<file path="src/hdl/bpu_pkg.sv">
package bpu_pkg;

    // datapath widths
    localparam int xlen   = 32;
    localparam int hist_w = 16;   // global history length

    // base table, indexed by pc[9:1]
    localparam int bim_entries = 512;

    // tagged history tables
    localparam int tag_entries = 256;
    localparam int tag_idx_w   = 8;
    localparam int tag_w       = 10;

    // branch target buffer, indexed by pc[9:2], tag is pc[31:10]
    localparam int btb_entries = 256;
    localparam int btb_tag_w   = 22;

    // weak not-taken
    localparam logic [1:0] ctr_reset = 2'b01;

    // rv32 major opcodes of control instructions
    localparam logic [6:0] opc_branch = 7'b1100011;
    localparam logic [6:0] opc_jal    = 7'b1101111;
    localparam logic [6:0] opc_jalr   = 7'b1100111;

    // class of the fetched instruction
    typedef enum logic [1:0] {
        cls_none,
        cls_branch,
        cls_jal,
        cls_jalr
    } inst_class_e;

    // write command to one tagged table
    typedef enum logic [1:0] {
        op_none,
        op_train,       // saturate counter toward outcome
        op_set_strong,  // jump to strong state of outcome
        op_allocate     // claim entry with weak counter
    } tage_op_e;

    // 2-bit saturating step toward the outcome
    function automatic logic [1:0] ctr_step(input logic [1:0] ctr, input logic taken);
        logic [1:0] nxt;
        nxt = ctr;
        if (taken && ctr != 2'b11) begin
            nxt = ctr + 2'b01;
        end else if (!taken && ctr != 2'b00) begin
            nxt = ctr - 2'b01;
        end
        return nxt;
    endfunction

endpackage

</file>
<file path="src/hdl/bimodal_table.sv">
`timescale 1ns/1ps

module bimodal_table (
    input  logic                     clk,
    input  logic                     rst,
    // lookup
    input  logic [bpu_pkg::xlen-1:0] look_pc_i,
    output logic                     look_taken_o,
    // training
    input  logic                     upd_en_i,
    input  logic [bpu_pkg::xlen-1:0] upd_pc_i,
    input  logic                     upd_taken_i
);
    import bpu_pkg::*;

    logic [1:0] ctr_q [bim_entries];

    logic [$clog2(bim_entries)-1:0] look_idx;
    logic [$clog2(bim_entries)-1:0] upd_idx;

    // halfword granule, so compressed code spreads over the table
    assign look_idx = look_pc_i[$clog2(bim_entries):1];
    assign upd_idx  = upd_pc_i[$clog2(bim_entries):1];

    assign look_taken_o = ctr_q[look_idx][1];  // msb is the direction

    always_ff @(posedge clk or posedge rst) begin
        if (rst) begin
            for (int i = 0; i < bim_entries; i++) begin
                ctr_q[i] <= ctr_reset;
            end
        end else if (upd_en_i) begin
            ctr_q[upd_idx] <= ctr_step(ctr_q[upd_idx], upd_taken_i);
        end
    end

endmodule

</file>
<file path="config.mk">
export PLATFORM = sky130hd
export DESIGN_NAME = bimodal_table
export DESIGN_NICKNAME = d
export VERILOG_FILES = /design/src/hdl/bpu_pkg.sv /design/src/hdl/bimodal_table.sv
export SDC_FILE = /design/constraint.sdc
export NUM_CORES = 2
export LEC_CHECK = 0
export ABC_AREA = 0
export BUFFER_PORTS_ARGS = -buffer_cell sky130_fd_sc_hd__buf_2
export CORE_MARGIN = 1.5
export CORE_UTILIZATION = 48
export DETAILED_ROUTE_END_ITERATION = 10
export PLACE_DENSITY = 0.7
export SYNTH_ARGS = -nofsm -noshare
export SYNTH_HDL_FRONTEND = slang
export SYNTH_SLANG_ARGS = --single-unit
</file>
<file path="constraint.sdc">
create_clock -name clk -period 36 [get_ports clk]
set_input_delay 1.8 -clock clk [delete_from_list [all_inputs] [get_ports clk]]
set_output_delay 1.8 -clock clk [all_outputs]
set_load 0.005 [all_outputs]
</file>
==> metrics.csv <==
metric,value,unit
outcome,finished with violations,
violations,max-slew violations,
power.total,0.00276,W
fin_nets,4411,
relSlewSlack,-0.0407,
worst_path_largest_cell_delay,0.98,ns
grt_use_total,0.284,
routed_wl,167,mm
syn_area,55200,um^2
rsz0062_at_grt,no,
antenna_found_initial,4,
powerDensity,46.7,nW/um^2
vias,42633,
cts-htree-levels,3,
die_w,342,um
first_pass_iters,6,
largest_reg_flops,1024,
core_area,114000,um^2
cts_resized,0,
syn_nets,4880,
drive_above_1_share,0.280,
num_rows,124,
worstSetupStartpointType,input pin,
dpl.hpwl,89.6,mm
vdd_ir_drop_max,0.0000487,V
cp-end-kind,flop,
clk_path_buf_depth,3,
fin_crit_sh,0.250,
worst-endpoint-required,36.58,ns
largest_registers,ctr_q (1024),
hp-class,flop to flop,
synth_edf_count,0,
yosysTopAreaCellShare,0.244,
cts_tree,yes,
slew_violations,161,
grt_pass1_vias,40892,
finalHoldViolCount,0,
synth_ff_type,dfstp_2,
worstMarginPinSlew,1.56,ns
setup_viol,0,
synth_area_leaders,"dfstp_2 (24%), dfrtp_1 (23%), mux4_2 (14%)",
start_util,0.484,
crit_type,input pin to flop,
ys_seq_area_frac,0.476,
die_h,342,um
cts.sinks,1024,
path_clk_slew,0.06,ns
portBuffers,22,
grt_overflow,0,
path_buf_inv,5,
post_drt_wl_per_cell,28.1,um
final.setup.tns,0,ns
max-cap-violations,0,
cts-buffers-inserted,107,
synth.avg_cell_area,11.5,um^2
postCtsHoldBufs,0,
area_growth,6.83,%
top_register,ctr_q,
synthArstFlopShare,1.00,
cts_setup_buffers,0,
critPathTopFamily,buffers and inverters,
cp_max_fo,208,
ys_ff_latch,1024,
route.detailed.drc,0,
worstPathArrival,9.60,ns
synth_warnings,0,
gp_congestion,0.874,
cp_slowest_cell,buf_4,
cp_cell_sequence,buf_6 > buf_4 > buf_4 > nand2b_1 > o22ai_1 > nor3_1 > a31oi_1 > a311oi_1 > nor4_1 > and3_1 > and2_1 > ha_1 > mux2i_1 > xor2_4 > buf_12 > buf_4 > o31ai_1,
vias_per_cell,7.17,
max_freq,111,MHz
layout_min_cycle_time,9.01,ns
synth_top_cell_by_area,dfstp_2,
power.leakage,21.5,nW
cpMostUsedCell,buf_4,
rrSetupSlack,29.79,ns
first_iter_violations,6239,
grt_start_max_net_pins,259,
yosysUniqueCellTypes,52,
finClkSkew,0.0295,ns
ioPinCount,69,
die-area,117000,um^2
synthCells,4810,
insertion_delay,0.71,ns
final_antenna_net_count,0,
grt_first_pass_wirelength,258,mm
clock-root-buffer,clkbuf_16,
==> cell usage in the layout (no fill, tap or decap), types with 106 or more instances in the layout <==
cell type  instances
mux2i_1          203
dfstp_2          512
dfrtp_1          512
buf_4            106
a21oi_1          547
a41oi_1          512
clkbuf_16        110
mux4_2           335
o21ai_0          520
o31ai_1          513
==> power breakdown <==
group	total, W	switching (W)	internal (W)	leakage [nW]
logic	0.000351	0.000244	0.000108	7.43
registers	0.00126	0.0000334	0.00123	12.3
clock network	0.00115	0.000478	0.000668	1.76
==> stage by stage <==
step           utilization  cells  hold slack (ns)  setup WS [ns]  area (um^2)
2_1_floorplan            -   4810            0.470           6.23        55200
3_3_place_gp         0.485   5744            0.479          26.63        55400
3_5_place_dp         0.485   5744            0.485          26.60        55400
4_1_cts              0.517   5943            0.494          27.33        59000
5_1_grt              0.517   5945            0.507          26.84        59000
6_report             0.517   5950            0.492          26.99        59000
==> cell type report <==
| class | instances | area (um^2) |
|---|---|---|
| diodes | 7 | 17.5 |
| clock buffers | 167 | 3170 |
| clock inverters | 32 | 432 |
| fillers | 9875 | 55200 |
| inverters | 6 | 30.0 |
| multi-input cells | 3069 | 26200 |
| flip-flops and latches | 1024 | 26300 |
| well taps | 1512 | 1890 |
| repair buffers | 133 | 1040 |
==> kinds of logic after synthesis <==
group           Yosys count  synth area share
compound gates         2246             0.269
buf+inv                 717            0.0559
simple gates            264            0.0219
flops                  1024             0.476
mux                     556             0.177
xor+xnor                  1          0.000295
fa+ha+maj                 2          0.000453
==> worst paths after layout <==
path / startpoint / to / depth (start not counted)
hold reg to reg: ctr_q[788]$_DFFE_PP1P_ / ctr_q[788]$_DFFE_PP1P_ / 2
setup reg to reg: ctr_q[512]$_DFFE_PP1P_ / ctr_q[684]$_DFFE_PP1P_ / 14
setup / recovery: upd_pc_i[2] / ctr_q[684]$_DFFE_PP1P_ / 17
hold / removal: ctr_q[788]$_DFFE_PP1P_ / ctr_q[788]$_DFFE_PP1P_ / 2
max in group asynchronous: rst / ctr_q[488]$_DFFE_PP1P_ / 5
min in group asynchronous: rst / ctr_q[201]$_DFFE_PP0P_ / 2
==> metal layers <==
metal,vias up,wire length [um],global-route usage
li1,18391,-,-
met1,21481,66700,0.394
met2,2290,76400,0.432
met3,469,16200,0.0600
met4,2,7860,0.123
met5,-,12,0.000408
==> worst min-delay path: cells and delay by family (launching register included) <==
kind,cells,cell delay (ns)
DFF,1,0.36
AOI/OAI and AO/OA,2,0.12
==> cells in the mapped netlist (3+ instances only) <==
| master | n |
|---|---|
| nor3_1 | 8 |
| o31ai_1 | 513 |
| a211oi_1 | 7 |
| o21ai_0 | 520 |
| and3_1 | 5 |
| nand2b_1 | 7 |
| dfrtp_1 | 512 |
| or3b_2 | 4 |
| nor2_1 | 64 |
| buf_1 | 30 |
| nand4_1 | 6 |
| a22oi_1 | 81 |
| buf_4 | 27 |
| buf_6 | 16 |
| a31oi_1 | 4 |
| mux4_2 | 335 |
| and2_1 | 4 |
| a311oi_1 | 5 |
| mux2i_1 | 203 |
| a41oi_1 | 512 |
| mux2_2 | 18 |
| nand3b_1 | 3 |
| nor2b_1 | 9 |
| a22o_1 | 8 |
| o22ai_1 | 23 |
| buf_2 | 140 |
| inv_1 | 5 |
| a21oi_1 | 547 |
| dfstp_2 | 512 |
| nand2_1 | 108 |
| a221oi_1 | 16 |
| clkbuf_1 | 498 |
| or2_2 | 4 |
| nand3_1 | 33 |
Power figures use the tool's default switching activity.
