### src/hdl/bpu_pkg.sv
package bpu_pkg;

    // datapath widths
    localparam int xlen   = 32;
    localparam int hist_w = 16;   // global history length

    // base table, indexed by pc[9:1]
    localparam int bim_entries = 512;

    // tagged history tables
    localparam int tag_entries = 256;
    localparam int tag_idx_w   = 8;
    localparam int tag_w       = 10;

    // branch target buffer, indexed by pc[9:2], tag is pc[31:10]
    localparam int btb_entries = 256;
    localparam int btb_tag_w   = 22;

    // weak not-taken
    localparam logic [1:0] ctr_reset = 2'b01;

    // rv32 major opcodes of control instructions
    localparam logic [6:0] opc_branch = 7'b1100011;
    localparam logic [6:0] opc_jal    = 7'b1101111;
    localparam logic [6:0] opc_jalr   = 7'b1100111;

    // class of the fetched instruction
    typedef enum logic [1:0] {
        cls_none,
        cls_branch,
        cls_jal,
        cls_jalr
    } inst_class_e;

    // write command to one tagged table
    typedef enum logic [1:0] {
        op_none,
        op_train,       // saturate counter toward outcome
        op_set_strong,  // jump to strong state of outcome
        op_allocate     // claim entry with weak counter
    } tage_op_e;

    // 2-bit saturating step toward the outcome
    function automatic logic [1:0] ctr_step(input logic [1:0] ctr, input logic taken);
        logic [1:0] nxt;
        nxt = ctr;
        if (taken && ctr != 2'b11) begin
            nxt = ctr + 2'b01;
        end else if (!taken && ctr != 2'b00) begin
            nxt = ctr - 2'b01;
        end
        return nxt;
    endfunction

endpackage

### src/hdl/predict_ctrl.sv
`timescale 1ns/1ps

module predict_ctrl (
    input  logic                       clk,
    input  logic                       rst,
    // fetch
    input  logic [bpu_pkg::xlen-1:0]   if_pc_i,
    input  logic [bpu_pkg::xlen-1:0]   if_inst_i,
    // execute feedback
    input  logic                       ex_valid_i,
    input  logic                       ex_taken_i,
    input  logic                       ex_correct_i,
    input  logic [bpu_pkg::xlen-1:0]   ex_pc_i,
    input  logic [bpu_pkg::hist_w-1:0] ex_hist_i,
    input  logic [bpu_pkg::xlen-1:0]   ex_target_i,
    // prediction out
    output logic                       is_branch_o,
    output logic                       pred_taken_o,
    output logic [bpu_pkg::xlen-1:0]   pred_pc_o,
    output logic [bpu_pkg::hist_w-1:0] hist_o,
    // lookup side of the tables
    output logic [bpu_pkg::xlen-1:0]   look_pc_o,
    output logic [bpu_pkg::hist_w-1:0] look_hist_o,
    input  logic                       bim_taken_i,
    input  logic                       ts_hit_i,
    input  logic                       ts_taken_i,
    input  logic                       tl_hit_i,
    input  logic                       tl_taken_i,
    input  logic                       btb_hit_i,
    input  logic [bpu_pkg::xlen-1:0]   btb_target_i,
    // update side of the tables
    output logic [bpu_pkg::xlen-1:0]   upd_pc_o,
    output logic [bpu_pkg::hist_w-1:0] upd_hist_o,
    output logic                       upd_taken_o,
    output logic                       bim_upd_en_o,
    output logic                       btb_upd_en_o,
    output logic [bpu_pkg::xlen-1:0]   btb_upd_target_o,
    input  logic                       ts_upd_hit_i,
    input  logic                       tl_upd_hit_i,
    output bpu_pkg::tage_op_e          ts_op_o,
    output bpu_pkg::tage_op_e          tl_op_o
);
    import bpu_pkg::*;

    inst_class_e       cls;
    logic [hist_w-1:0] hist_q;
    logic [xlen-1:0]   j_imm;
    logic [xlen-1:0]   b_imm;
    logic              dir;

    always_comb begin
        case (if_inst_i[6:0])
            opc_branch: cls = cls_branch;
            opc_jal:    cls = cls_jal;
            opc_jalr:   cls = cls_jalr;
            default:    cls = cls_none;
        endcase
    end

    assign j_imm = {{12{if_inst_i[31]}}, if_inst_i[19:12], if_inst_i[20],
                    if_inst_i[30:21], 1'b0};
    assign b_imm = {{20{if_inst_i[31]}}, if_inst_i[7], if_inst_i[30:25],
                    if_inst_i[11:8], 1'b0};

    // long table over short table over base
    assign dir = tl_hit_i ? tl_taken_i : (ts_hit_i ? ts_taken_i : bim_taken_i);

    always_comb begin
        is_branch_o  = (cls != cls_none);
        pred_taken_o = 1'b0;
        pred_pc_o    = if_pc_i + 32'd4;
        case (cls)
            cls_jal: begin
                pred_taken_o = 1'b1;
                pred_pc_o    = btb_hit_i ? btb_target_i : if_pc_i + j_imm;
            end
            cls_jalr: begin
                // no other target source for indirect jumps
                if (btb_hit_i) begin
                    pred_taken_o = 1'b1;
                    pred_pc_o    = btb_target_i;
                end
            end
            cls_branch: begin
                if (dir) begin
                    pred_taken_o = 1'b1;
                    pred_pc_o    = btb_hit_i ? btb_target_i : if_pc_i + b_imm;
                end
            end
            default: ;
        endcase
    end

    always_ff @(posedge clk or posedge rst) begin
        if (rst) begin
            hist_q <= '0;
        end else if (ex_valid_i) begin
            hist_q <= {hist_q[hist_w-2:0], ex_taken_i};  // newest outcome in bit 0
        end
    end

    assign hist_o      = hist_q;
    assign look_pc_o   = if_pc_i;
    assign look_hist_o = hist_q;

    // training uses the history sampled at prediction time
    assign upd_pc_o         = ex_pc_i;
    assign upd_hist_o       = ex_hist_i;
    assign upd_taken_o      = ex_taken_i;
    assign bim_upd_en_o     = ex_valid_i;
    assign btb_upd_en_o     = ex_valid_i && ex_taken_i;
    assign btb_upd_target_o = ex_target_i;

    always_comb begin
        ts_op_o = op_none;
        tl_op_o = op_none;
        if (ex_valid_i) begin
            if (tl_upd_hit_i) begin                 // long table provided
                tl_op_o = ex_correct_i ? op_train : op_set_strong;
            end else if (ts_upd_hit_i) begin        // short table provided
                ts_op_o = ex_correct_i ? op_train : op_set_strong;
            end else if (!ex_correct_i) begin
                // base was wrong and neither tagged table holds this branch
                tl_op_o = op_allocate;
            end
        end
    end

endmodule

### config.mk
export PLATFORM = sky130hd
export DESIGN_NAME = predict_ctrl
export DESIGN_NICKNAME = d
export VERILOG_FILES = /design/src/hdl/bpu_pkg.sv /design/src/hdl/predict_ctrl.sv
export SDC_FILE = /design/constraint.sdc
export NUM_CORES = 1
export LEC_CHECK = 0
export BUFFER_PORTS_ARGS = -buffer_cell sky130_fd_sc_hd__buf_2
export CORE_UTILIZATION = 30
export CTS_CLUSTER_SIZE = 12
export DETAILED_ROUTE_END_ITERATION = 6
export GPL_TIMING_DRIVEN = 0
export PLACE_DENSITY = 0.64
export SYNTH_ARGS = -nofsm -noshare
export SYNTH_HDL_FRONTEND = slang
export SYNTH_SLANG_ARGS = --single-unit
### constraint.sdc
create_clock -name clk -period 4 [get_ports clk]
set_clock_uncertainty 0.2 [all_clocks]
set_input_delay 0.8 -clock clk [delete_from_list [all_inputs] [get_ports clk]]
set_output_delay 0.8 -clock clk [all_outputs]
set_load 0.1 [all_outputs]
==> metrics.md <==
| Metric | Value |
|---|---|
| Worst-path clk slew | 0.04 ns |
| EDFF count, synth | 0 |
| Vias in the first global route | 6,757 |
| MaxCap Viol Count | 0 |
| GRT Total Usage | 0.2274 |
| Syn Std Cell Area | 0.006027 sq mm |
| Total gr overflow | 0 |
| Core Util, Final | 0.5105 |
| TritonCTS clock tree | done |
| Routed Wire Length | 25.08 mm |
| Hold Violations, Final | 0 |
| Clk Latency, worst-skew pair | 0.24 ns |
| Post-synthesis xor/xnor area fraction | 0.06830 |
| NetSw | 2.321 mW |
| Tightest Hold Check Type | reg -> reg |
| Worst reg2reg path endpoint | hist_o[4] |
| Buffers on Ports | 290 |
| Antenna cell count | 0 |
| DRT Pass-1 Iters | 5 |
| Area grow syn2layout | 65.93% |
| Worst R2R Start | hist_o[3] |
| Final worst slack | -0.6244 ns |
| Final cell count without fillers | 1,455 |
| Io pins | 374 |
| Final setup vio count | 21 |
| Row cnt | 51 |
| Compound-Gate Fraction of Synth Area | 0.3002 |
| Max rail drop VDD | 878.3 uV |
| Failing checks | negative setup slack |
| Post-route ant nets | 0 |
| Htree depth | 1 |
| Synth Warn # | 0 |
| CTS Buf Count | 3 |
| Max Buffers Root-to-Sink | 2 |
| Relative slew slack | 0.2482 |
| Net Sw Frac | 0.6674 |
| Comb power frac | 0.865 |
| Most frequent cells in the layout | 249 x buf_2, 182 x buf_4, 71 x nand2_1, 48 x nor2_1, 48 x a21oi_1 |
| Max Transition Viols Final | 0 |
| Fill cells | 1,877 |
| Nets | 1,427 |
| PwrDens | 347.7 mW/mm^2 |
| Synth area leaders | buf_4 16%, ha_1 9.1%, dfrtp_1 6.6%, a21oi_1 5.6%, o21ai_0 5.6% |
| Post-DP HPWL | 19.34 mm |
| CP endpoint | pred_pc_o[29] |
| Reg power frac | 0.082 |
| Root buf cell | clkbuf_16 |
| Tot Pwr | 3.478 mW |
| Int Pwr | 1.157 mW |
| Adder-cell share of the synthesized area | 0.09799 |
| Largest fanout on the critical path | 5 |
| Drt drc | 0 |
| Core area | 0.01959 sq mm |
| CP required | 3.00 ns |
| Commonest non-fill, non-tap cell in the layout | buf_2 |
| Syn_area_per_cell | 7.124 sq um |
| Crit path from | if_pc_i[1] |
| Placed Cells | 1,401 |
| Seq/Total Area, Yosys | 0.06643 |
| CP Launch Type | input port |
| Slew @ Worst Pin | 1.099 ns |
| Post-synthesis cell type count | 79 |
| CTS Sinks | 16 |
| Reg2Reg Depth | 1 |
| Yosys top cell by area | buf_4 |
| Post-Synthesis Cells | 846 |
| Post-synth top area share | 0.1644 |
| Number of flip-flops under the largest register name | 16 |
| Worst slack, placed | -1.164 ns |
| Clock power share | 0.053 |
| Fmax | 216.2 MHz |
| Via count of the routed design | 7,621 |
| Synth Area in Simple Gates | 0.2057 |
| Initial drt markers | 517 |
| Critical Path Sink Type | primary output |
| CP Data Arrival Time | 3.62 ns |
| Initial core utilization | 0.3077 |
| Wire per inst | 17.24 um |
| Die area | 0.02066 sq mm |
| RSZ-0062 raised after global routing | yes |
| Status | finished, violations left |
| Min Clock Period, post-route | 4.624 ns |
| First-pass GRT wire length | 36.54 mm |
| Avg Vias per Cell | 5.238 |
| #FFs+latches synth | 16 |
| Multiplexer area fraction after synthesis | 0.06311 |
| Static Leak | 4.499 nW |
| Ys flop type | dfrtp_1 |
| Synth async-reset ratio | 1.000 |
| Pin count of the biggest net entering global routing | 21 |
| Final GP Congestion | 0.9285 |
| Fin crit share | 1.156 |
| Chip height | 143.7 um |
| Initial antenna violation count | 0 |
| R2r setup slk | 3.00 ns |
| Largest family of logic cells by synthesized area | compound AO/OA/AOI/OAI gates |
| Die width | 143.7 um |
| Worst setup path class | in -> out |
| Share of cells above drive strength 1 | 0.5731 |
| Synthesized Nets | 1,081 |
power groups by stage:
stage / combinational, mW / sequential (mW) / clock, mW
after detailed placement: 2.72 / 0.287 / 0
final: 3.01 / 0.284 / 0.185
after global placement: 2.71 / 0.288 / 0
after global routing: 3.13 / 0.298 / 0.197
after CTS: 2.93 / 0.286 / 0.189
after floorplan: 1.85 / 0.729 / 0
layer usage:
metal | GRT usage | wire length (um) | up-vias
met5 | 0 | 0 | -
met4 | 0.07055 | 709 | 0
met3 | 0.01533 | 1738 | 42
met2 | 0.4021 | 12310 | 388
met1 | 0.2924 | 10330 | 3528
li1 | - | - | 3663
metrics by stage:
stage	setup TNS, ns	hold WS (ns)	cell area [sq um]
4_1_cts	-7.150	0.3463	9603
6_report	-6.925	0.3439	10000
5_1_grt	-8.983	0.3546	10000
3_3_place_gp	-21.36	0.3270	8260
3_5_place_dp	-21.57	0.3279	8260
2_1_floorplan	-7.831	0.5137	6477
worst max-delay path, stage by stage:
cell and delay [ns]:
buf_8 0.10, ha_4 0.16, inv_2 0.05, fa_2 0.21, nor2b_2 0.05, o31a_1 0.28, o31a_1 0.31, o211ai_2 0.26
a21oi_4 0.12, nor3b_4 0.23, buf_12 0.15, mux2_4 0.29, or3_4 0.34, o221ai_4 0.08, buf_12 0.20
how the worst min path moves through the flow:
stage | start | to | cells past startpoint | slack [ns]
6_report | hist_o[15] | hist_o[15] | 1 | 0.34
5_1_grt | hist_o[15] | hist_o[15] | 1 | 0.35
4_1_cts | hist_o[15] | hist_o[15] | 1 | 0.35
3_5_place_dp | hist_o[15] | hist_o[15] | 1 | 0.33
3_3_place_gp | hist_o[15] | hist_o[15] | 1 | 0.33
2_1_floorplan | rst | hist_o[0] | 1 | 0.51
area by class of cell:
| type | count | area [sq um] | share of cell area |
|---|---|---|---|
| clock buffer | 3 | 75.07 | 0.007507 |
| inverter | 17 | 63.81 | 0.006381 |
| buffer | 157 | 1160 | 0.1160 |
| sequential | 16 | 400.4 | 0.04004 |
| multi-input combinational | 647 | 5547 | 0.5546 |
| tap | 265 | 331.6 | 0.03315 |
| timing repair buffer | 350 | 2424 | 0.2423 |
kinds of logic after synthesis:
logic type | count (synthesis)
AOI/OAI and AO/OA | 270
xor gates and xnor gates | 47
adders and majority gates | 46
buffers and inverters | 183
DFF | 16
muxes | 34
and+or+nand+nor | 250
cell usage after synthesis, types with 13 or more instances:
library cell	count
buf_4	132
nand2_1	76
a21oi_1	68
o21ai_0	67
nor2_1	57
ha_1	44
xnor2_1	32
nand3_1	30
clkbuf_1	28
a21o_1	19
mux2_2	19
dfrtp_1	16
inv_1	16
xor2_1	15
nor3_1	13
what timing repair did:
item                       4_1_cts  5_1_grt
hold buffers                     0        0
gates resized for setup        240       75
setup endpoints to repair       32       29
pin swaps                       68       48
setup buffers                   41       19
No activity file was read; power rests on OpenSTA's default activity.
